==> src/ntt_params.svh <==
// Sizes fixed for a 128-point transform over q = 12289; other values are not supported
`ifndef NTT_PARAMS_SVH
`define NTT_PARAMS_SVH

// ----------------------------------------------------------------------
// Transform
// ----------------------------------------------------------------------
`define NTT_N           128
`define NTT_LOG_N       7
`define NTT_Q           12289

// -q^-1 mod 2^16, Montgomery radix 2^16
`define NTT_QINV_NEG    12287
`define NTT_MONT_SHIFT  16

// ----------------------------------------------------------------------
// Data widths and buffering
// ----------------------------------------------------------------------
`define IN_WORD_W       32
`define NIBBLE_W        4
`define COEFFS_PER_WORD 8
`define LOAD_BEATS      16
`define COEFF_W         16

// Result FIFO entries, power of two
`define FIFO_DEPTH      16

`endif

==> src/ntt_pkg.sv <==
// Twiddles are Montgomery-form constants for q = 12289 and only fit the 128-point order
`default_nettype none

`include "ntt_params.svh"

package ntt_pkg;

    typedef logic [`IN_WORD_W-1:0]           word_t;
    typedef logic [`COEFF_W-1:0]             coeff_t;
    typedef logic [$clog2(`NTT_N)-1:0]       addr_t;
    typedef logic [$clog2(`NTT_Q)-1:0]       twiddle_t;
    typedef logic [$clog2(`LOAD_BEATS)-1:0]  beat_t;

    typedef enum logic [1:0] {
        ST_IDLE    = 2'd0,
        ST_LOAD    = 2'd1,
        ST_COMPUTE = 2'd2,
        ST_WRITE   = 2'd3
    } engine_state_e;

    // ------------------------------------------------------------------
    // Twiddle table, indexed by (1 << stage) + group
    // ------------------------------------------------------------------
    localparam twiddle_t TWIDDLE_ROM [`NTT_N] = '{
        14'd4091,  14'd7888,  14'd11060, 14'd11208, 14'd6960,  14'd4342,  14'd6275,  14'd9759,
        14'd1591,  14'd6399,  14'd9477,  14'd5266,  14'd586,   14'd5825,  14'd7538,  14'd9710,
        14'd1134,  14'd6407,  14'd1711,  14'd965,   14'd7099,  14'd7674,  14'd3743,  14'd6442,
        14'd10414, 14'd8100,  14'd1885,  14'd1688,  14'd1364,  14'd10329, 14'd10164, 14'd9180,
        14'd12210, 14'd6240,  14'd997,   14'd117,   14'd4783,  14'd4407,  14'd1549,  14'd7072,
        14'd2829,  14'd6458,  14'd4431,  14'd8877,  14'd7144,  14'd2564,  14'd5664,  14'd4042,
        14'd12189, 14'd432,   14'd10751, 14'd1237,  14'd7610,  14'd1534,  14'd3983,  14'd7863,
        14'd2181,  14'd6308,  14'd8720,  14'd6570,  14'd4843,  14'd1690,  14'd14,    14'd3872,
        14'd5569,  14'd9368,  14'd12163, 14'd2019,  14'd7543,  14'd2315,  14'd4673,  14'd7340,
        14'd1553,  14'd1156,  14'd8401,  14'd11389, 14'd1020,  14'd2967,  14'd10772, 14'd7045,
        14'd3316,  14'd11236, 14'd5285,  14'd11578, 14'd10637, 14'd10086, 14'd9493,  14'd6180,
        14'd9277,  14'd6130,  14'd3323,  14'd883,   14'd10469, 14'd489,   14'd1502,  14'd2851,
        14'd11061, 14'd9729,  14'd2742,  14'd12241, 14'd4970,  14'd10481, 14'd10078, 14'd1195,
        14'd730,   14'd1762,  14'd3854,  14'd2030,  14'd5892,  14'd10922, 14'd9020,  14'd5274,
        14'd9179,  14'd3604,  14'd3782,  14'd10206, 14'd3180,  14'd3467,  14'd4668,  14'd2446,
        14'd7613,  14'd9386,  14'd834,   14'd7703,  14'd6836,  14'd3403,  14'd5351,  14'd12276
    };

endpackage

`default_nettype wire

==> src/sample_drain.sv <==
// Samples leave one cycle after they are read; out_ready has no skid, so it gates reads directly
`timescale 1ns/1ps
`default_nettype none

module sample_drain (
    input  logic            clk,
    input  logic            rst_n,
    input  logic            out_ready,
    input  logic            empty,
    input  ntt_pkg::coeff_t rd_data,
    output logic            rd_en,
    output logic            out_valid,
    output ntt_pkg::coeff_t out_data
);

    assign rd_en = out_ready && !empty;

    // Valid follows the read event
    always_ff @(posedge clk or negedge rst_n) begin
        if (!rst_n)
            out_valid <= 1'b0;
        else
            out_valid <= rd_en;
    end

    // Head entry captured on read
    always_ff @(posedge clk) begin
        if (rd_en)
            out_data <= rd_data;
    end

endmodule

`default_nettype wire

==> config.mk <==
export PLATFORM = sky130hd
export DESIGN_NAME = sample_drain
export DESIGN_NICKNAME = d
export VERILOG_FILES = /design/src/ntt_pkg.sv /design/src/sample_drain.sv
export VERILOG_INCLUDE_DIRS = /design/src /design/src/src
export SDC_FILE = /design/constraint.sdc
export NUM_CORES = 1
export LEC_CHECK = 0
export BUFFER_PORTS_ARGS = -buffer_cell sky130_fd_sc_hd__buf_2
export CORE_MARGIN = 8
export CORE_UTILIZATION = 37
export CTS_BUF_LIST = sky130_fd_sc_hd__clkbuf_16
export CTS_CLUSTER_SIZE = 10
export DETAILED_ROUTE_END_ITERATION = 6
export PLACE_DENSITY_LB_ADDON = 0.3
export SLEW_MARGIN = 20
export SYNTH_ARGS = -nofsm -noshare
export SYNTH_HDL_FRONTEND = slang
export SYNTH_SLANG_ARGS = --single-unit
==> constraint.sdc <==
create_clock -name clk -period 0.8 [get_ports clk]
set_input_delay 0.16 -clock clk [delete_from_list [all_inputs] [get_ports clk]]
set_output_delay 0.16 -clock clk [all_outputs]
set_load 0.05 [all_outputs]
==> results of run 1 <==
-- logic make-up after synthesis --
group,after synthesis
flops,17
simple gates,1
-- registers in the layout (all words and copies together), names as in the netlist --
signal     flops
out_valid      1
out_data      16
-- final timing paths --
check,startpoint,end,slack [ps],cells past startpoint
max,out_data[4]$_DFFE_PP_,out_data[4],-160,1
min,rd_data[1],out_data[1]$_DFFE_PP_,90,1
max in group asynchronous,rst_n,out_valid$_DFF_PN0_,480,2
min in group asynchronous,rst_n,out_valid$_DFF_PN0_,230,2
-- per-stage QoR --
stage          instances  setup TNS (ps)  hold WS, ps
2_1_floorplan         18           -4530         -136
5_1_grt               77           -2730         88.5
4_1_cts               77           -2470         89.7
6_report              77           -2400         94.3
3_5_place_dp          72           -1080        -63.0
3_3_place_gp          72            -938        -64.5
-- power groups by stage --
| stage | combinational (mW) | clock [mW] | sequential [mW] |
|---|---|---|---|
| after floorplan | 0.0259 | 0 | 1.28 |
| after global placement | 0.351 | 0 | 1.07 |
| after detailed placement | 0.355 | 0 | 1.07 |
| after CTS | 0.426 | 0.961 | 1.07 |
| after global routing | 0.439 | 0.981 | 1.07 |
| final | 0.426 | 0.937 | 1.07 |
-- per-layer routing --
| layer | GRT usage | vias up |
|---|---|---|
| met2 | 0.125 | 25 |
| met3 | 0.0448 | 0 |
| met4 | 0.0378 | 0 |
| met1 | 0.0811 | 149 |
| li1 | - | 159 |
| met5 | 0 | - |
-- layout by cell type (no fill, tap or decap) --
master,netlist,final
dlygate4sd3_1,0,1
inv_1,0,1
nor2b_4,1,1
clkbuf_16,0,3
buf_4,0,1
dfrtp_1,1,1
edfxtp_1,16,16
buf_12,0,1
buf_2,0,19
buf_6,0,18
-- cell type report --
type | instances | share of cell area
Clock buffer | 3 | 0.0788
Multi-Input combinational cell | 1 | 0.0145
Tap cell | 15 | 0.0197
Clock inverter | 1 | 0.00394
Sequential cell | 17 | 0.531
Timing Repair Buffer | 40 | 0.352
-- what timing repair did --
item                                    in CTS  in global routing
hold buffers                                 1                  0
endpoints found under the hold margin        1                  0
endpoints found under the setup margin      18                 18
resized for setup                           35                  1
==> metrics.txt, run 1 <==
top_reg_cell synth edfxtp_1; metal3 WL around 190 µm; die area between 0.002 and 0.003 mm²; CTS clk-pin slew, worst paths 50 ps; maximum clock rate approximately 1.0 GHz; met2 WL between 500 and 600 µm; leak pwr 0.414 nW; register area between 500 and 600 µm²; synthesized-area fraction occupied by adder cells 0; crit-path leading delay family flip-flops; drt total wl about 1200 µm; mux contribution to synthesized area 0; # Max-Cap Violations 0; CP max stage delay 390 ps; WP data arrival 800 ps; WL/cell 15.4 µm; Starting Density 0.399; Post-Synth Simple-Gate Area 0.0265; Worst setup SP type flop; min Tclk post-route 961 ps; sequential share of the synthesized area 0.973; Top Ports 38; clock buffer depth 2; P_int about 1.9 mW; DRC 0; VDD IR-drop max about 1800 µV; combinational share of power 0.175; Compound-Gate Fraction of Synth Area 0; total global-route track usage 0.0785; M1 WL roughly 450 µm; post-layout util 0.732; Yosys Warn Count 0; DP Worst Slack -68.1 ps; final worst setup slack -161 ps; # setup viols final 17; worst slew pin tran approximately 140 ps; Die Height between 50 and 60 µm; Worst Path Buf+Inv 1; Worst Path Class, Setup reg2out; Layout area overhead 83.4%; Seq pwr share 0.440; CP Capture Type output pin; fin. max-slew vios 0; total gr overflow 0; max layer used met3; core area ~0.0013 mm²; TritonCTS Buffers 3; routed vias 333; Sw Ratio 0.234; Rows 13; Switch Pwr approximately 0.57 mW; class of the worst hold path in2reg; placed cell area ~750 µm²; CP cell instances buf_6; synthesized flop and latch total 17; Clock Power Share 0.385; DP HPWL roughly 900 µm; Root Driver clkbuf_16; syn_nets 38; first-pass iteration count of the detailed router 4; post-route ant nets 0; Final Hold Vio Count 0; first-pass GRT wire length approximately 1500 µm; Die X roughly 53 µm; share of the synthesized area in the top cell type 0.925; nets@finish 83; clock sinks 17; pwr/cell area approximately 2600 mW/mm²; number of synthesized flops with an enable pin 16; FFs w/ async S/R, synth 0.0588; DR vias/cell 4.32; largest net degree at the start of global routing 15; slowest stage cell, crit path edfxtp_1; Area contributors post-synth edfxtp_1 (93%), dfrtp_1 (4.8%), nor2b_4 (2.7%); fill count 87; Tcrit/Tclk final 1.20; H-Tree Depth 1; largest family of logic cells by synthesized area simple AND/OR/NAND/NOR gates; Crit Path Max Fanout 1; post-route cell area about 950 µm²; Yosys cell types 3; mapped cell area 519 µm²; mean area per synthesized cell between 20 and 30 µm²; n_diodes 0; PortBufs 37; TritonCTS clock tree yes; vias in the first global route roughly 330; Critical Path RT between 600 and 700 ps; routability-driven placement congestion ratio around 0.65; footprint of the multi-input gates approximately 14 µm²; max_slew headroom 0.908; share of layout cells above drive strength 1 0.694; Post-Synthesis Cells 18; setup bufs post-CTS 0; Synth Area in XOR/XNOR 0; status complete, but fails checks; most frequent cell after synthesis edfxtp_1; RSZ-0062 raised after global routing true; cell taking the most area after synthesis edfxtp_1; Post-synth top cells edfxtp_1 (16), dfrtp_1 (1), nor2b_4 (1); DR iter-0 viols 2; initial antenna violation count 0; violated checks negative setup slack; Pwr Total 2.43 mW
Power figures use the tool's default switching activity.
==> inputs of run 2 (changes only) <==
- RECOVER_POWER: unset -> 100
==> metrics.txt, run 2 (synthesized netlist as in run 1, its figures left out) <==
Root Driver clkbuf_16; Critical Path RT 640 ps (about the same); VDD IR-drop max 1760 µV (-0.17%); CP max stage delay 390 ps (about the same); # Max-Cap Violations 0 (unchanged); total global-route track usage 0.0785 (unchanged); PortBufs 37 (unchanged); share of layout cells above drive strength 1 0.661 (-0.0323); Crit Path Max Fanout 1 (unchanged); post-route ant nets 0 (unchanged); first-pass iteration count of the detailed router 1 (-3); worst slew pin tran 325 ps (+187 ps); initial antenna violation count 0 (unchanged); DR iter-0 viols 0 (-2); setup bufs post-CTS 0 (unchanged); status complete, but fails checks; H-Tree Depth 1 (unchanged); CTS clk-pin slew, worst paths 50 ps (about the same); Worst Path Buf+Inv 1 (unchanged); crit-path leading delay family flip-flops; footprint of the multi-input gates 6.26 µm² (-55%); commonest non-fill, non-tap cells in the layout buf_2 (19), buf_6 (18), edfxtp_1 (16), clkbuf_16 (3); slowest stage cell, crit path edfxtp_1; combinational share of power 0.170 (-0.005); routed vias 330 (-0.90%); maximum clock rate 1.04 GHz (+0.38%); Die X 53.5 µm (unchanged); CP cell instances buf_6; die area 0.00286 mm² (unchanged); core area 0.00130 mm² (unchanged); DP HPWL 899 µm (unchanged); leak pwr 0.401 nW (-3.2%); final worst setup slack -157 ps (+3.60 ps); clock buffer depth 2 (unchanged); DP Worst Slack -68.1 ps (unchanged); WL/cell 15.3 µm (-1.0%); min Tclk post-route 957 ps (-3.60 ps); TritonCTS clock tree yes; nets@finish 83 (unchanged); commonest non-fill, non-tap cell in the layout buf_2; Top reg by flops out_data; DR vias/cell 4.29 (-0.90%); Tcrit/Tclk final 1.20 (-0.00450); Setup TNS -3690 ps (-1290 ps); n_diodes 0 (unchanged); drt total wl 1180 µm (-1.0%); fin. max-slew vios 0 (unchanged); Clock Power Share 0.387 (+0.002); Seq pwr share 0.443 (+0.003); largest net degree at the start of global routing 15 (unchanged); Rows 13 (unchanged); register area 505 µm² (unchanged); hold_sp rd_data[1]; GR met2 Demand/Resource 0.125 (unchanged); Switch Pwr 0.562 mW (-1.0%); class of the worst hold path in2reg; fill count 89 (+2.3%); P_int 1.85 mW (-0.71%); Final Hold Vio Count 0 (unchanged); vias in the first global route 329 (unchanged); routability-driven placement congestion ratio 0.653 (unchanged); total gr overflow 0 (unchanged); WP data arrival 800 ps (about the same); pwr/cell area 2610 mW/mm² (+2.0%); Worst Path Class, Setup reg2out; Worst setup SP type flop; # setup viols final 31 (+14); Starting Density 0.399 (unchanged); Layout area overhead 78.3%; TritonCTS Buffers 3 (unchanged); global routing met1 resource utilization 0.0811 (unchanged); violated checks negative setup slack; met3 track demand over resource 0.0448 (unchanged); first-pass GRT wire length 1550 µm (unchanged); max reg flops 16 (unchanged); Most Crowded Layer GR met2; Top Registers out_data (16), out_valid (1); Die Height 53.5 µm (unchanged); max_slew headroom 0.783 (-0.125); clock sinks 17 (unchanged); Sw Ratio 0.233 (-0.000584); CP Capture Type output pin; hold depth 1 (unchanged); DRC 0 (unchanged); Pwr Total 2.41 mW (-0.78%); Hold Path End out_data[1]$_DFFE_PP_; Top Ports 38 (unchanged); RSZ-0062 raised after global routing true
==> run 2: cell types whose count changed in the layout (fill, tap and decap cells not counted), sizes merged <==
cell    previous run  this run
buf               39        37
clkbuf             3         5
==> run 2: repair_timing <==
action / CTS / global route
hold buffers: 1 / 0
setup endpoints to repair: 18 / 18
gates resized for setup: 35 / 1
endpoints found under the hold margin: 1 / 0
gates cloned: 0 / 0
==> run 2: final cells by class <==
type	instances	share of cell area
multi-input cells	1	0.00676
flip-flops and latches	17	0.546
clock inverters	1	0.00405
repair buffers	40	0.342
well taps	15	0.0203
clock buffers	3	0.0811
==> run 2: power groups by stage <==
stage          sequential [mW]  combinational (mW)  clock [mW]
2_1_floorplan             1.28              0.0259           0
3_3_place_gp              1.07               0.351           0
3_5_place_dp              1.07               0.355           0
4_1_cts                   1.07               0.426       0.961
5_1_grt                   1.07               0.422       0.981
6_report                  1.07               0.409       0.934
==> run 2: worst max path at each step <==
stage | start | to | cells after the start
finish | out_data[4]$_DFFE_PP_ | out_data[4] | 1
floorplan | out_ready | out_data[0]$_DFFE_PP_ | 1
detailed placement | empty | out_data[7]$_DFFE_PP_ | 3
global route | out_data[5]$_DFFE_PP_ | out_data[5] | 1
global placement | empty | out_data[7]$_DFFE_PP_ | 3
CTS | out_data[4]$_DFFE_PP_ | out_data[4] | 1
==> run 2: through the flow <==
step / cell area (µm²) / hold WS (ps) / util / std cells
global route: 926 / 88.5 / 0.712 / 77
floorplan: 519 / -136 / - / 18
detailed placement: 751 / -63.0 / 0.577 / 72
finish: 926 / 94.4 / 0.712 / 77
global placement: 751 / -64.5 / 0.577 / 72
CTS: 948 / 89.7 / 0.729 / 77
==> run 2: metal layers <==
layer  share of wire  vias up
li1                -      159
met1            0.36      146
met2            0.48       25
met3            0.16        0
met4               0        0
met5               0        -
