===== src/ntt_params.svh =====
// Sizes fixed for a 128-point transform over q = 12289; other values are not supported
`ifndef NTT_PARAMS_SVH
`define NTT_PARAMS_SVH

// ----------------------------------------------------------------------
// Transform
// ----------------------------------------------------------------------
`define NTT_N           128
`define NTT_LOG_N       7
`define NTT_Q           12289

// -q^-1 mod 2^16, Montgomery radix 2^16
`define NTT_QINV_NEG    12287
`define NTT_MONT_SHIFT  16

// ----------------------------------------------------------------------
// Data widths and buffering
// ----------------------------------------------------------------------
`define IN_WORD_W       32
`define NIBBLE_W        4
`define COEFFS_PER_WORD 8
`define LOAD_BEATS      16
`define COEFF_W         16

// Result FIFO entries, power of two
`define FIFO_DEPTH      16

`endif


===== src/ntt_pkg.sv =====
// Twiddles are Montgomery-form constants for q = 12289 and only fit the 128-point order
`default_nettype none

`include "ntt_params.svh"

package ntt_pkg;

    typedef logic [`IN_WORD_W-1:0]           word_t;
    typedef logic [`COEFF_W-1:0]             coeff_t;
    typedef logic [$clog2(`NTT_N)-1:0]       addr_t;
    typedef logic [$clog2(`NTT_Q)-1:0]       twiddle_t;
    typedef logic [$clog2(`LOAD_BEATS)-1:0]  beat_t;

    typedef enum logic [1:0] {
        ST_IDLE    = 2'd0,
        ST_LOAD    = 2'd1,
        ST_COMPUTE = 2'd2,
        ST_WRITE   = 2'd3
    } engine_state_e;

    // ------------------------------------------------------------------
    // Twiddle table, indexed by (1 << stage) + group
    // ------------------------------------------------------------------
    localparam twiddle_t TWIDDLE_ROM [`NTT_N] = '{
        14'd4091,  14'd7888,  14'd11060, 14'd11208, 14'd6960,  14'd4342,  14'd6275,  14'd9759,
        14'd1591,  14'd6399,  14'd9477,  14'd5266,  14'd586,   14'd5825,  14'd7538,  14'd9710,
        14'd1134,  14'd6407,  14'd1711,  14'd965,   14'd7099,  14'd7674,  14'd3743,  14'd6442,
        14'd10414, 14'd8100,  14'd1885,  14'd1688,  14'd1364,  14'd10329, 14'd10164, 14'd9180,
        14'd12210, 14'd6240,  14'd997,   14'd117,   14'd4783,  14'd4407,  14'd1549,  14'd7072,
        14'd2829,  14'd6458,  14'd4431,  14'd8877,  14'd7144,  14'd2564,  14'd5664,  14'd4042,
        14'd12189, 14'd432,   14'd10751, 14'd1237,  14'd7610,  14'd1534,  14'd3983,  14'd7863,
        14'd2181,  14'd6308,  14'd8720,  14'd6570,  14'd4843,  14'd1690,  14'd14,    14'd3872,
        14'd5569,  14'd9368,  14'd12163, 14'd2019,  14'd7543,  14'd2315,  14'd4673,  14'd7340,
        14'd1553,  14'd1156,  14'd8401,  14'd11389, 14'd1020,  14'd2967,  14'd10772, 14'd7045,
        14'd3316,  14'd11236, 14'd5285,  14'd11578, 14'd10637, 14'd10086, 14'd9493,  14'd6180,
        14'd9277,  14'd6130,  14'd3323,  14'd883,   14'd10469, 14'd489,   14'd1502,  14'd2851,
        14'd11061, 14'd9729,  14'd2742,  14'd12241, 14'd4970,  14'd10481, 14'd10078, 14'd1195,
        14'd730,   14'd1762,  14'd3854,  14'd2030,  14'd5892,  14'd10922, 14'd9020,  14'd5274,
        14'd9179,  14'd3604,  14'd3782,  14'd10206, 14'd3180,  14'd3467,  14'd4668,  14'd2446,
        14'd7613,  14'd9386,  14'd834,   14'd7703,  14'd6836,  14'd3403,  14'd5351,  14'd12276
    };

endpackage

`default_nettype wire


===== src/butterfly_if.sv =====
// Results for an issue are valid exactly one cycle after it; no handshake back to the engine
`timescale 1ns/1ps
`default_nettype none

interface butterfly_if;
    import ntt_pkg::*;

    // Operands, driven in the issue cycle
    logic     issue;
    coeff_t   a;
    coeff_t   b;
    twiddle_t w;

    // Results, one cycle later
    coeff_t   sum;
    coeff_t   diff;

    modport engine (output issue, a, b, w, input sum, diff);
    modport butterfly (input issue, a, b, w, output sum, diff);

endinterface

`default_nettype wire


===== src/mont_butterfly.sv =====
// Operands a, b and w must already lie in [0, q); outputs hold until the next issue
`timescale 1ns/1ps
`default_nettype none

`include "ntt_params.svh"

module mont_butterfly (
    input  logic           clk,
    input  logic           rst_n,
    butterfly_if.butterfly bf
);
    import ntt_pkg::*;

    localparam int     PROD_W = $bits(coeff_t) + $bits(twiddle_t);
    localparam int     ACC_W  = 2 * `NTT_MONT_SHIFT;
    localparam coeff_t Q      = coeff_t'(`NTT_Q);

    coeff_t                     a_q;
    logic [PROD_W-1:0]          prod_q;
    logic [ACC_W-1:0]           m_full;
    logic [`NTT_MONT_SHIFT-1:0] m;
    logic [ACC_W-1:0]           acc;
    coeff_t                     z;
    coeff_t                     t;
    coeff_t                     sum_raw;

    // Issue stage, product b*w kept whole
    always_ff @(posedge clk or negedge rst_n) begin
        if (!rst_n) begin
            a_q    <= '0;
            prod_q <= '0;
        end else if (bf.issue) begin
            a_q    <= bf.a;
            prod_q <= PROD_W'(bf.b) * PROD_W'(bf.w);
        end
    end

    // Montgomery reduction: z = (p + m*q) / 2^16, below 2q
    always_comb begin
        m_full  = ACC_W'(prod_q[`NTT_MONT_SHIFT-1:0]) * ACC_W'(`NTT_QINV_NEG);
        m       = m_full[`NTT_MONT_SHIFT-1:0];
        acc     = ACC_W'(prod_q) + ACC_W'(m) * ACC_W'(`NTT_Q);
        z       = coeff_t'(acc >> `NTT_MONT_SHIFT);
        t       = (z >= Q) ? z - Q : z;
        sum_raw = a_q + t;
        bf.sum  = (sum_raw >= Q) ? sum_raw - Q : sum_raw;
        bf.diff = (a_q >= t) ? a_q - t : a_q + Q - t;
    end

endmodule

`default_nettype wire


===== src/flat_wrapper.sv =====
// flat-port wrapper written by rule: the top's interface ports become plain ports
module mont_butterfly_flat import ntt_pkg::*;
  (clk, rst_n, bf_issue, bf_a, bf_b, bf_w, bf_sum, bf_diff);
  butterfly_if bf_i ();
  input  logic clk;
  input  logic rst_n;
  input wire logic [$bits(bf_i.issue)-1:0] bf_issue;
  input wire logic [$bits(bf_i.a)-1:0] bf_a;
  input wire logic [$bits(bf_i.b)-1:0] bf_b;
  input wire logic [$bits(bf_i.w)-1:0] bf_w;
  output wire logic [$bits(bf_i.sum)-1:0] bf_sum;
  output wire logic [$bits(bf_i.diff)-1:0] bf_diff;
  assign bf_i.issue = bf_issue;
  assign bf_i.a = bf_a;
  assign bf_i.b = bf_b;
  assign bf_i.w = bf_w;
  assign bf_sum = bf_i.sum;
  assign bf_diff = bf_i.diff;
  mont_butterfly u_core (.clk(clk), .rst_n(rst_n), .bf(bf_i));
endmodule

===== config.mk =====
export PLATFORM = sky130hd
export DESIGN_NAME = mont_butterfly_flat
export DESIGN_NICKNAME = d
export VERILOG_FILES = /design/src/ntt_pkg.sv /design/src/butterfly_if.sv /design/src/mont_butterfly.sv /design/src/flat_wrapper.sv
export VERILOG_INCLUDE_DIRS = /design/src /design/src/src
export SDC_FILE = /design/constraint.sdc
export NUM_CORES = 1
export LEC_CHECK = 0
export ABC_AREA = 1
export BUFFER_PORTS_ARGS = -buffer_cell sky130_fd_sc_hd__buf_2
export CAP_MARGIN = 20
export CORE_MARGIN = 4
export CORE_UTILIZATION = 46
export DETAILED_ROUTE_END_ITERATION = 6
export PLACE_DENSITY = 0.62
export SLEW_MARGIN = 5
export SYNTH_ARGS = -nofsm -noshare
export SYNTH_HDL_FRONTEND = slang
export SYNTH_SLANG_ARGS = --single-unit

===== constraint.sdc =====
create_clock -name clk -period 24.6 [get_ports clk]
set_input_delay 0 -clock clk [delete_from_list [all_inputs] [get_ports clk]]
set_output_delay 0 -clock clk [all_outputs]
set_load 0.005 [all_outputs]

==> run_results.csv, run 1 <==
group,metric,value,unit
sta,rsz0062_at_grt,"no",
grt,antenna_found_initial,1,
sta,fin_skew,0,ps
sta,maxSlewViolCount,0,
setup_path,rr_startpoint,"u_core.prod_q[0]$_DFFE_PN0P_",
routing,routedWlPerCell,15.7,µm
cts,cts_resized,0,
sta,tns,0,ps
setup_path,max_stage_delay,620,ps
setup_path,cp-startpoint,"u_core.prod_q[4]$_DFFE_PN0P_",
cts,clk_pin_slew,80,ps
sta,hold_viol_final,0,
cts,cts_tree,"built",
layout,layout.cells.non_filler,3293,
layout,nFillCells,4330,
yosys,synth_seq_cells,46,
min_path,min_from,"bf_w[0]",
status,status,"completed",
flow_run,max_cap_viol_count,0,
layout,fin_nets,3383,
yosys,ys.flop_type,"dfrtp_1",
yosys,syn_inst,2712,
yosys,yosysUniqueCellTypes,50,
setup_path,crit_type,"register to output port",
place,dp_hpwl,45000,µm
setup_path,cp-end-kind,"output port",
place,place_ws,11990,ps
routing,wl,51600,µm
yosys,syn_area_per_cell,7.27,µm²
sta,tightest_slew,998,ps
yosys,seq_area_frac_synth,0.0584,
cts,cts_buffer_depth,2,
min_path,hold_path_end,"u_core.prod_q[0]$_DFFE_PN0P_",
floorplan,die_h,215,µm
floorplan,io_pins,81,
yosys,synth_area,19700,µm²
yosys,yosysWarnings,0,
sta,period_minus_slack,13010,ps
routing,dr.pass1.iters,7,
layout,stdcell_area,20800,µm²
min_path,worstHoldPathType,"primary input to register",
setup_path,cp_max_fo,25,
setup_path,rrSetupSlack,23360,ps
layout,drive_gt1_frac,0.0741,
cts,cts_hold_buf,17,
min_path,hold_depth,3,
setup_path,arrival,13010,ps
setup_path,startpoint_type,"register",
routing,viasPerCell,4.96,
yosys,ys_async_sr_fraction,1.00,
sta,setup_viol,0,
setup_path,r2r.worst_path.cells,2,
cts,tritoncts.num_buffers,5,
place,place_area,20500,µm²
sta,worst_slack,11590,ps
floorplan,initial_core_util,0.468,
yosys,synth_edf_count,0,
floorplan,die_area,46200,µm²
routing,drtAntennaViolNets,0,
place,gp_congestion,0.928,
cts,cts-root-buf,"clkbuf_16",
yosys,synth_fp_nets,3342,
setup_path,reg2reg_to,"u_core.prod_q[0]$_DFFE_PN0P_",
routing,drt-initial-drc-count,813,
setup_path,worstPathRequired,24600,ps
grt,grt_pass1_vias,17300,
layout,n_antenna_cell,0,
routing,via_count,16300,
cts,cts_sinks,46,
sta,fmax,76.9,MHz
sta,min_period_over_period,0.529,
place,io_buffers,80,
grt,grtUsageTotal,0.229,
sta,max_slew_margin,0.335,
cts,post_cts_buffers,0,
floorplan,core-area,42100,µm²
floorplan,rows,75,
cts,htree_num_levels,2,
grt,gr-total-overflow,0,
setup_path,crit_slowest_cell,"fa_1",
layout,area_delta_synth_final,5.71,%
grt,grt_max_degree,47,
cts,clk_latency,320,ps
setup_path,crit_top_cell,"nand2_1",
floorplan,die_x,215,µm
place,place_inst,3268,
grt,grt_pass1_wl,87300,µm
routing,drc,0,
## placed cells by master (no fill, tap or decap), types with 76 or more instances in the layout
| cell type | n |
|---|---|
| fa_1 | 259 |
| a21oi_1 | 89 |
| inv_1 | 662 |
| nor2_1 | 111 |
| buf_2 | 80 |
| o21ai_0 | 83 |
| xor2_1 | 76 |
| nand3_1 | 86 |
| ha_1 | 322 |
| nand2_1 | 687 |
## layer usage
layer | up-vias | GRT usage | wire length, µm
met5 | - | 0 | 12
met4 | 2 | 0.0432 | 860
li1 | 8200 | - | -
met3 | 49 | 0.0174 | 1660
met2 | 283 | 0.407 | 25300
met1 | 7803 | 0.309 | 23800
## area by class of cell
class,instances,area (µm²),share of cell area
clock buffers,5,125,0.00601
clock inverters,3,21.3,0.00102
inverters,691,2590,0.124
multi-input cells,1910,15700,0.753
flip-flops and latches,46,1150,0.0552
well taps,539,674,0.0324
repair buffers,99,586,0.0281
## cells by family (layout without fill, tap and decap cells)
logic type,Yosys count,in the layout,share of synthesized area
AO/OA/AOI/OAI,244,244,0.0725
flip-flops,46,46,0.0584
XOR/XNOR,105,105,0.0474
AND/OR/NAND/NOR,980,980,0.208
adder cells (fa/ha/maj),581,581,0.467
buffers and inverters,756,798,0.146
## Yosys cell counts, drive strengths merged (3+ instances only)
cell type    n  share of area
o22ai        4         0.0013
buf          6         0.0029
dfrtp       46          0.058
o21bai       9         0.0034
o31ai        5         0.0019
a21boi       3         0.0011
a21oi       96          0.026
o21ai      110          0.032
fa         259           0.26
a21o         5         0.0019
xnor2       27          0.012
nor3        17         0.0048
o211ai       5         0.0019
nor2       131          0.030
inv        691           0.13
nand3       91          0.025
or2          4         0.0013
ha         322           0.20
nand2      714           0.14
xor2        78          0.035
nand4       16         0.0051
clkbuf      59          0.011
## flip-flops by register name, indices dropped and copies added (netlist names)
name,count
u_core.prod_q,30
u_core.a_q,16
## metrics by stage
step                 util  hold slack, ps
CTS                 0.494             110
finish              0.494             111
global placement    0.487             193
floorplan               -            -296
global route        0.494             135
detailed placement  0.487             206
## worst max-delay path by stage
stage                  endpoint  slack (ps)  depth (start not counted)
floorplan            bf_sum[11]       13410                         60
global placement    bf_diff[15]       12240                         55
detailed placement  bf_diff[15]       11990                         57
CTS                 bf_diff[15]       11590                         57
global route        bf_diff[15]       10450                         57
finish              bf_diff[15]       11590                         57
## worst max-delay path, delay by kind of cell, from the launching register on
kind	cells	cell delay [ps]
AO/OA/AOI/OAI	8	1400
adder cells (fa/ha/maj)	16	6260
AND/OR/NAND/NOR	18	2290
flip-flops	1	520
XOR/XNOR	2	580
buffers and inverters	13	1630
Power of run 1 is left out: the tool's default activity adds up to more than one toggle a clock period on the data nets, which glitch-free logic cannot reach.
==> run 2, diff against run 1 <==
--- a/config.mk
+++ b/config.mk
@@ -12,7 +12,7 @@
 export CORE_MARGIN = 4
 export CORE_UTILIZATION = 46
 export DETAILED_ROUTE_END_ITERATION = 6
-export PLACE_DENSITY = 0.62
+export PLACE_DENSITY = 0.65
 export SLEW_MARGIN = 5
 export SYNTH_ARGS = -nofsm -noshare
 export SYNTH_HDL_FRONTEND = slang
==> constraint.sdc (replaced) <==
create_clock -name clk -period 10.6 [get_ports clk]
set_input_delay 0 -clock clk [delete_from_list [all_inputs] [get_ports clk]]
set_output_delay 0 -clock clk [all_outputs]
set_load 0.005 [all_outputs]
==> run 2 against run 1 <==
Net effect: the flow now finishes with violations (setup timing); routed wire length up 11%; count of clock-buffer cells in the layout up 1; worst setup slack worse by 12000 ps; cell count up 12%; utilization up 11 points; sequential cell count unchanged; global-route usage up 1.6 points; clock skew unchanged; first-iteration DRC count up 5.8%; largest cell class unchanged.
==> run_results.csv, run 2 (synthesis gave the netlist of run 1 again) <==
group,metric,value,unit
cts,clk_latency,330,ps
setup_path,startpoint_type,"register",
layout,fin_nets,3784,
routing,drc,0,
layout,nFillCells,3686,
cts,tritoncts.num_buffers,5,
setup_path,arrival,11420,ps
routing,via_count,18300,
layout,regArea,1160,µm²
setup_path,crit_type,"register to output port",
routing,wl,57200,µm
routing,routedWlPerCell,15.5,µm
sta,rsz0062_at_grt,"yes",
layout,largest_register,"u_core.prod_q",
setup_path,worstPathRequired,10600,ps
floorplan,initial_core_util,0.468,
setup_path,max_stage_delay,530,ps
setup_path,cp-end-kind,"output port",
sta,hold_viol_final,0,
routing,drt-initial-drc-count,860,
place,io_buffers,80,
layout,largestRegisters,"u_core.prod_q x30, u_core.a_q x16",
sta,fmax,87.6,MHz
sta,tns,-21480,ps
routing,viasPerCell,4.96,
grt,antenna_found_initial,1,
floorplan,die_area,46200,µm²
layout,area_delta_synth_final,29.7,%
layout,layout.cells.non_filler,3694,
cts,htree_num_levels,2,
floorplan,die_x,215,µm
grt,grtUsageTotal,0.245,
routing,drtAntennaViolNets,0,
place,place_inst,3595,
place,place_area,23200,µm²
layout,drive_gt1_frac,0.270,
place,dp_hpwl,46400,µm
setup_path,crit_top_cell,"nand2_2",
cts,cts_buffer_depth,2,
setup_path,crit_buf_inv,17,
layout,stdcell_area,25600,µm²
min_path,worstHoldPathType,"primary input to register",
sta,fin_skew,0,ps
flow_run,max_cap_viol_count,0,
setup_path,cp_max_fo,6,
grt,gr-total-overflow,0,
layout,fin_util,0.607,
floorplan,core-area,42100,µm²
setup_path,critPathTopFamily,"adder cells",
layout,multiInputGateArea,17300,µm²
setup_path,crit_slowest_cell,"fa_1",
grt,grt_max_degree,47,
cts,cts_tree,"built",
status,violations,"setup timing",
sta,worst_slack,-815,ps
sta,max_slew_margin,0.519,
cts,cts_sinks,46,
status,status,"finished, violations left",
cts,cts-root-buf,"clkbuf_16",
sta,period_minus_slack,11420,ps
floorplan,die_h,215,µm
cts,clk_pin_slew,70,ps
layout,n_antenna_cell,0,
sta,tightest_slew,722,ps
grt,grt_pass1_vias,19400,
routing,dr.pass1.iters,5,
layout,final_common_cell,"nand2_1",
floorplan,rows,75,
place,gp_congestion,0.911,
sta,setup_viol,32,
sta,min_period_over_period,1.08,
floorplan,io_pins,81,
layout,largest_reg_flops,30,
layout,layout_common_cells,"nand2_1, inv_1, buf_4, ha_1, fa_1",
sta,maxSlewViolCount,0,
grt,grt_pass1_wl,93900,µm
==> run 2: cell types whose count changed in the layout (fill, tap and decap cells not counted), sizes merged <==
| cell | delta |
|---|---|
| clkbuf | +1 |
| nand2 | +3 |
| bufinv | +1 |
| clkinv | -2 |
| buf | +397 |
| nand3 | +1 |
==> run 2: stage by stage <==
stage               hold slack, ps  worst slack (ps)
floorplan                     -296             -7.55
global placement               168              -492
detailed placement             176              -670
CTS                            165              -661
global route                   222             -1330
finish                         159              -815
==> run 2: final timing paths <==
path | from | end | slack [ps] | depth (start not counted)
worst max-delay path | u_core.prod_q[5]$_DFFE_PN0P_ | bf_sum[8] | -820 | 62
worst min-delay path | bf_w[0] | u_core.prod_q[0]$_DFFE_PN0P_ | 160 | 3
max in group asynchronous | rst_n | u_core.prod_q[2]$_DFFE_PN0P_ | 9720 | 3
worst max register to register | u_core.prod_q[1]$_DFFE_PN0P_ | u_core.prod_q[1]$_DFFE_PN0P_ | 9470 | 4
min in group asynchronous | rst_n | u_core.a_q[6]$_DFFE_PN0P_ | 330 | 3
worst min register to register | u_core.prod_q[27]$_DFFE_PN0P_ | u_core.prod_q[27]$_DFFE_PN0P_ | 490 | 2
==> run 2: final cells by class <==
class / instances / share of cell area
Tap cell: 539 / 0.0264
Clock inverter: 2 / 0.00147
Timing Repair Buffer: 496 / 0.145
Inverter: 691 / 0.102
Sequential cell: 46 / 0.0453
Multi-Input combinational cell: 1914 / 0.675
Clock buffer: 6 / 0.00504
==> run 2: worst reg2reg max path, delay by kind of cell, from the launching register on <==
kind / cells / cell delay [ps]
flops: 1 / 410
buf+inv: 3 / 480
compound gates: 1 / 100
==> run 2: what timing repair did <==
item | CTS | global route
hold endpoints to repair | 62 | 0
endpoints found under the setup margin | 32 | 32
gates resized for setup | 202 | 114
hold buffers | 17 | 0
pin swaps | 74 | 86
gates cloned | 4 | 0
buffers inserted | 50 | 23
==> run 2: routing by layer <==
layer / up-vias / track usage / routed length, µm
li1: 9009 / - / -
met1: 8819 / 0.311 / 24700
met2: 398 / 0.449 / 29200
met3: 84 / 0.0171 / 1970
met4: 2 / 0.0685 / 1280
met5: - / 0 / 7
Power of run 2 is left out for the same reason.
==> run 3, diff against run 2 <==
--- a/config.mk
+++ b/config.mk
@@ -12,6 +12,7 @@
 export CORE_MARGIN = 4
 export CORE_UTILIZATION = 46
 export DETAILED_ROUTE_END_ITERATION = 6
+export GPL_TIMING_DRIVEN = 0
 export PLACE_DENSITY = 0.65
 export SLEW_MARGIN = 5
 export SYNTH_ARGS = -nofsm -noshare
==> run 3 against run 2 <==
Net effect: the flow still finishes with violations (setup timing); critical path depth unchanged; non-clock buffer count decreased by 247; sequential cell count unchanged; register-to-register slack improved by 60 ps; sequential share of layout area increased by 0.42 points; critical path type unchanged.
==> run_results.csv, run 3 (synthesis gave the netlist of run 1 again) <==
group,metric,value,unit
layout,final_common_cell,"nand2_1",
layout,layout_common_cells,"nand2_1, inv_1, ha_1, fa_1, nor2_1",
setup_path,rr_startpoint,"u_core.prod_q[5]$_DFFE_PN0P_",
setup_path,critPathTopFamily,"adder cells",
cts,clk_pin_slew,70,ps
grt,grt_max_degree,34,
routing,drc,0,
floorplan,die_x,215,µm
floorplan,die_h,215,µm
sta,maxSlewViolCount,0,
routing,met2_length,27100,µm
min_path,worstHoldPathType,"primary input to register",
layout,largestRegisters,"u_core.prod_q x30, u_core.a_q x16",
setup_path,reg2reg_to,"u_core.prod_q[5]$_DFFE_PN0P_",
setup_path,cp-startpoint,"u_core.prod_q[5]$_DFFE_PN0P_",
floorplan,core-area,42100,µm²
grt,antenna_found_initial,1,
cts,cts-root-buf,"clkbuf_16",
routing,drt-initial-drc-count,1079,
sta,period_minus_slack,11780,ps
sta,max_slew_margin,0.358,
routing,viasPerCell,5.11,
layout,drive_gt1_frac,0.185,
floorplan,io_pins,81,
setup_path,crit_slowest_cell,"fa_2",
setup_path,crit_buf_inv,13,
cts,clk_latency,320,ps
sta,min_period_over_period,1.11,
grt,grt_pass1_wl,90700,µm
routing,via_count,17600,
setup_path,startpoint_type,"register",
sta,setup_viol,32,
sta,hold_ws,107,ps
setup_path,worstPathRequired,10600,ps
grt,grtUsageTotal,0.239,
floorplan,rows,75,
flow_run,max_cap_viol_count,0,
cts,cts_buffer_depth,2,
routing,wl_met3,2960,µm
routing,dr.max_layer_used,"met5",
status,status,"finished, violations left",
cts,cts_sinks,46,
layout,fin_nets,3533,
grt,grt_pass1_vias,18300,
setup_path,r2r.worst_path.cells,4,
sta,worst_slack,-1180,ps
cts,tritoncts.num_buffers,5,
min_path,hold_depth,3,
place,dp_hpwl,45600,µm
place,place_area,20900,µm²
cts,cts_tree,"built",
sta,tightest_slew,964,ps
layout,largest_reg_flops,30,
floorplan,initial_core_util,0.468,
layout,stdcell_area,23500,µm²
routing,drtAntennaViolNets,0,
setup_path,rrSetupSlack,9530,ps
routing,routedWlPerCell,16.4,µm
sta,fmax,84.9,MHz
min_path,min_from,"bf_b[0]",
setup_path,crit_type,"register to output port",
routing,wl,56400,µm
setup_path,crit_top_cell,"ha_4",
status,violations,"setup timing",
setup_path,arrival,11780,ps
layout,n_antenna_cell,0,
place,io_buffers,65,
floorplan,die_area,46200,µm²
sta,hold_viol_final,0,
setup_path,cp-end-kind,"output port",
sta,fin_skew,0,ps
cts,htree_num_levels,2,
min_path,hold_path_end,"u_core.prod_q[0]$_DFFE_PN0P_",
routing,drt-met1-wl,24500,µm
grt,gr-total-overflow,0,
place,gp_congestion,0.953,
sta,rsz0062_at_grt,"yes",
setup_path,cp_max_fo,6,
layout,area_delta_synth_final,19.5,%
layout,largest_register,"u_core.prod_q",
routing,dr.pass1.iters,5,
setup_path,max_stage_delay,610,ps
==> run 3: how the worst max path moves through the flow <==
| stage | endpoint | slack, ps | depth (start not counted) |
|---|---|---|---|
| finish | bf_sum[10] | -1180 | 62 |
| global route | bf_sum[13] | -1610 | 65 |
| CTS | bf_sum[2] | -1010 | 63 |
| detailed placement | bf_diff[10] | -1940 | 58 |
| floorplan | bf_sum[13] | -8 | 61 |
| global placement | bf_diff[10] | -1840 | 58 |
==> run 3: layout make-up <==
cell class	count	area (µm²)
Clock buffer	5	125
Clock inverter	3	68.8
Buffer	64	345
Fill cell	3853	18600
Tap cell	539	674
Inverter	691	2620
Sequential cell	46	1170
Multi-Input combinational cell	1910	17100
Timing Repair Buffer	185	1460
==> run 3: tightest hold or removal path, delay by kind of cell <==
kind                   cells  cell delay [ps]
AOI/OAI and AO/OA          1              100
buffers and inverters      1              140
and+or+nand+nor            1              130
==> run 3: per-stage QoR <==
stage          TNS, ps   util  instances  setup slack (ps)
2_1_floorplan    -11.8      -       2712             -7.55
3_3_place_gp    -51450  0.496       3316             -1840
3_5_place_dp    -54850  0.496       3317             -1940
4_1_cts         -29190  0.536       3413             -1010
5_1_grt         -46480  0.559       3443             -1610
6_report        -33170  0.559       3443             -1180
==> run 3: layer usage <==
| metal | vias to the layer above | track usage |
|---|---|---|
| met2 | 500 | 0.413 |
| met1 | 8453 | 0.319 |
| met4 | 2 | 0.0717 |
| met3 | 108 | 0.0246 |
| met5 | - | 0 |
| li1 | 8522 | - |
==> run 3: repair_timing <==
item | in CTS | in global routing
setup endpoints to repair | 32 | 32
buffers inserted | 68 | 30
resized for setup | 180 | 156
gates cloned | 4 | 3
hold endpoints to repair | 29 | 0
pin swaps | 53 | 68
hold buffers | 17 | 0
Power of run 3 is left out for the same reason.
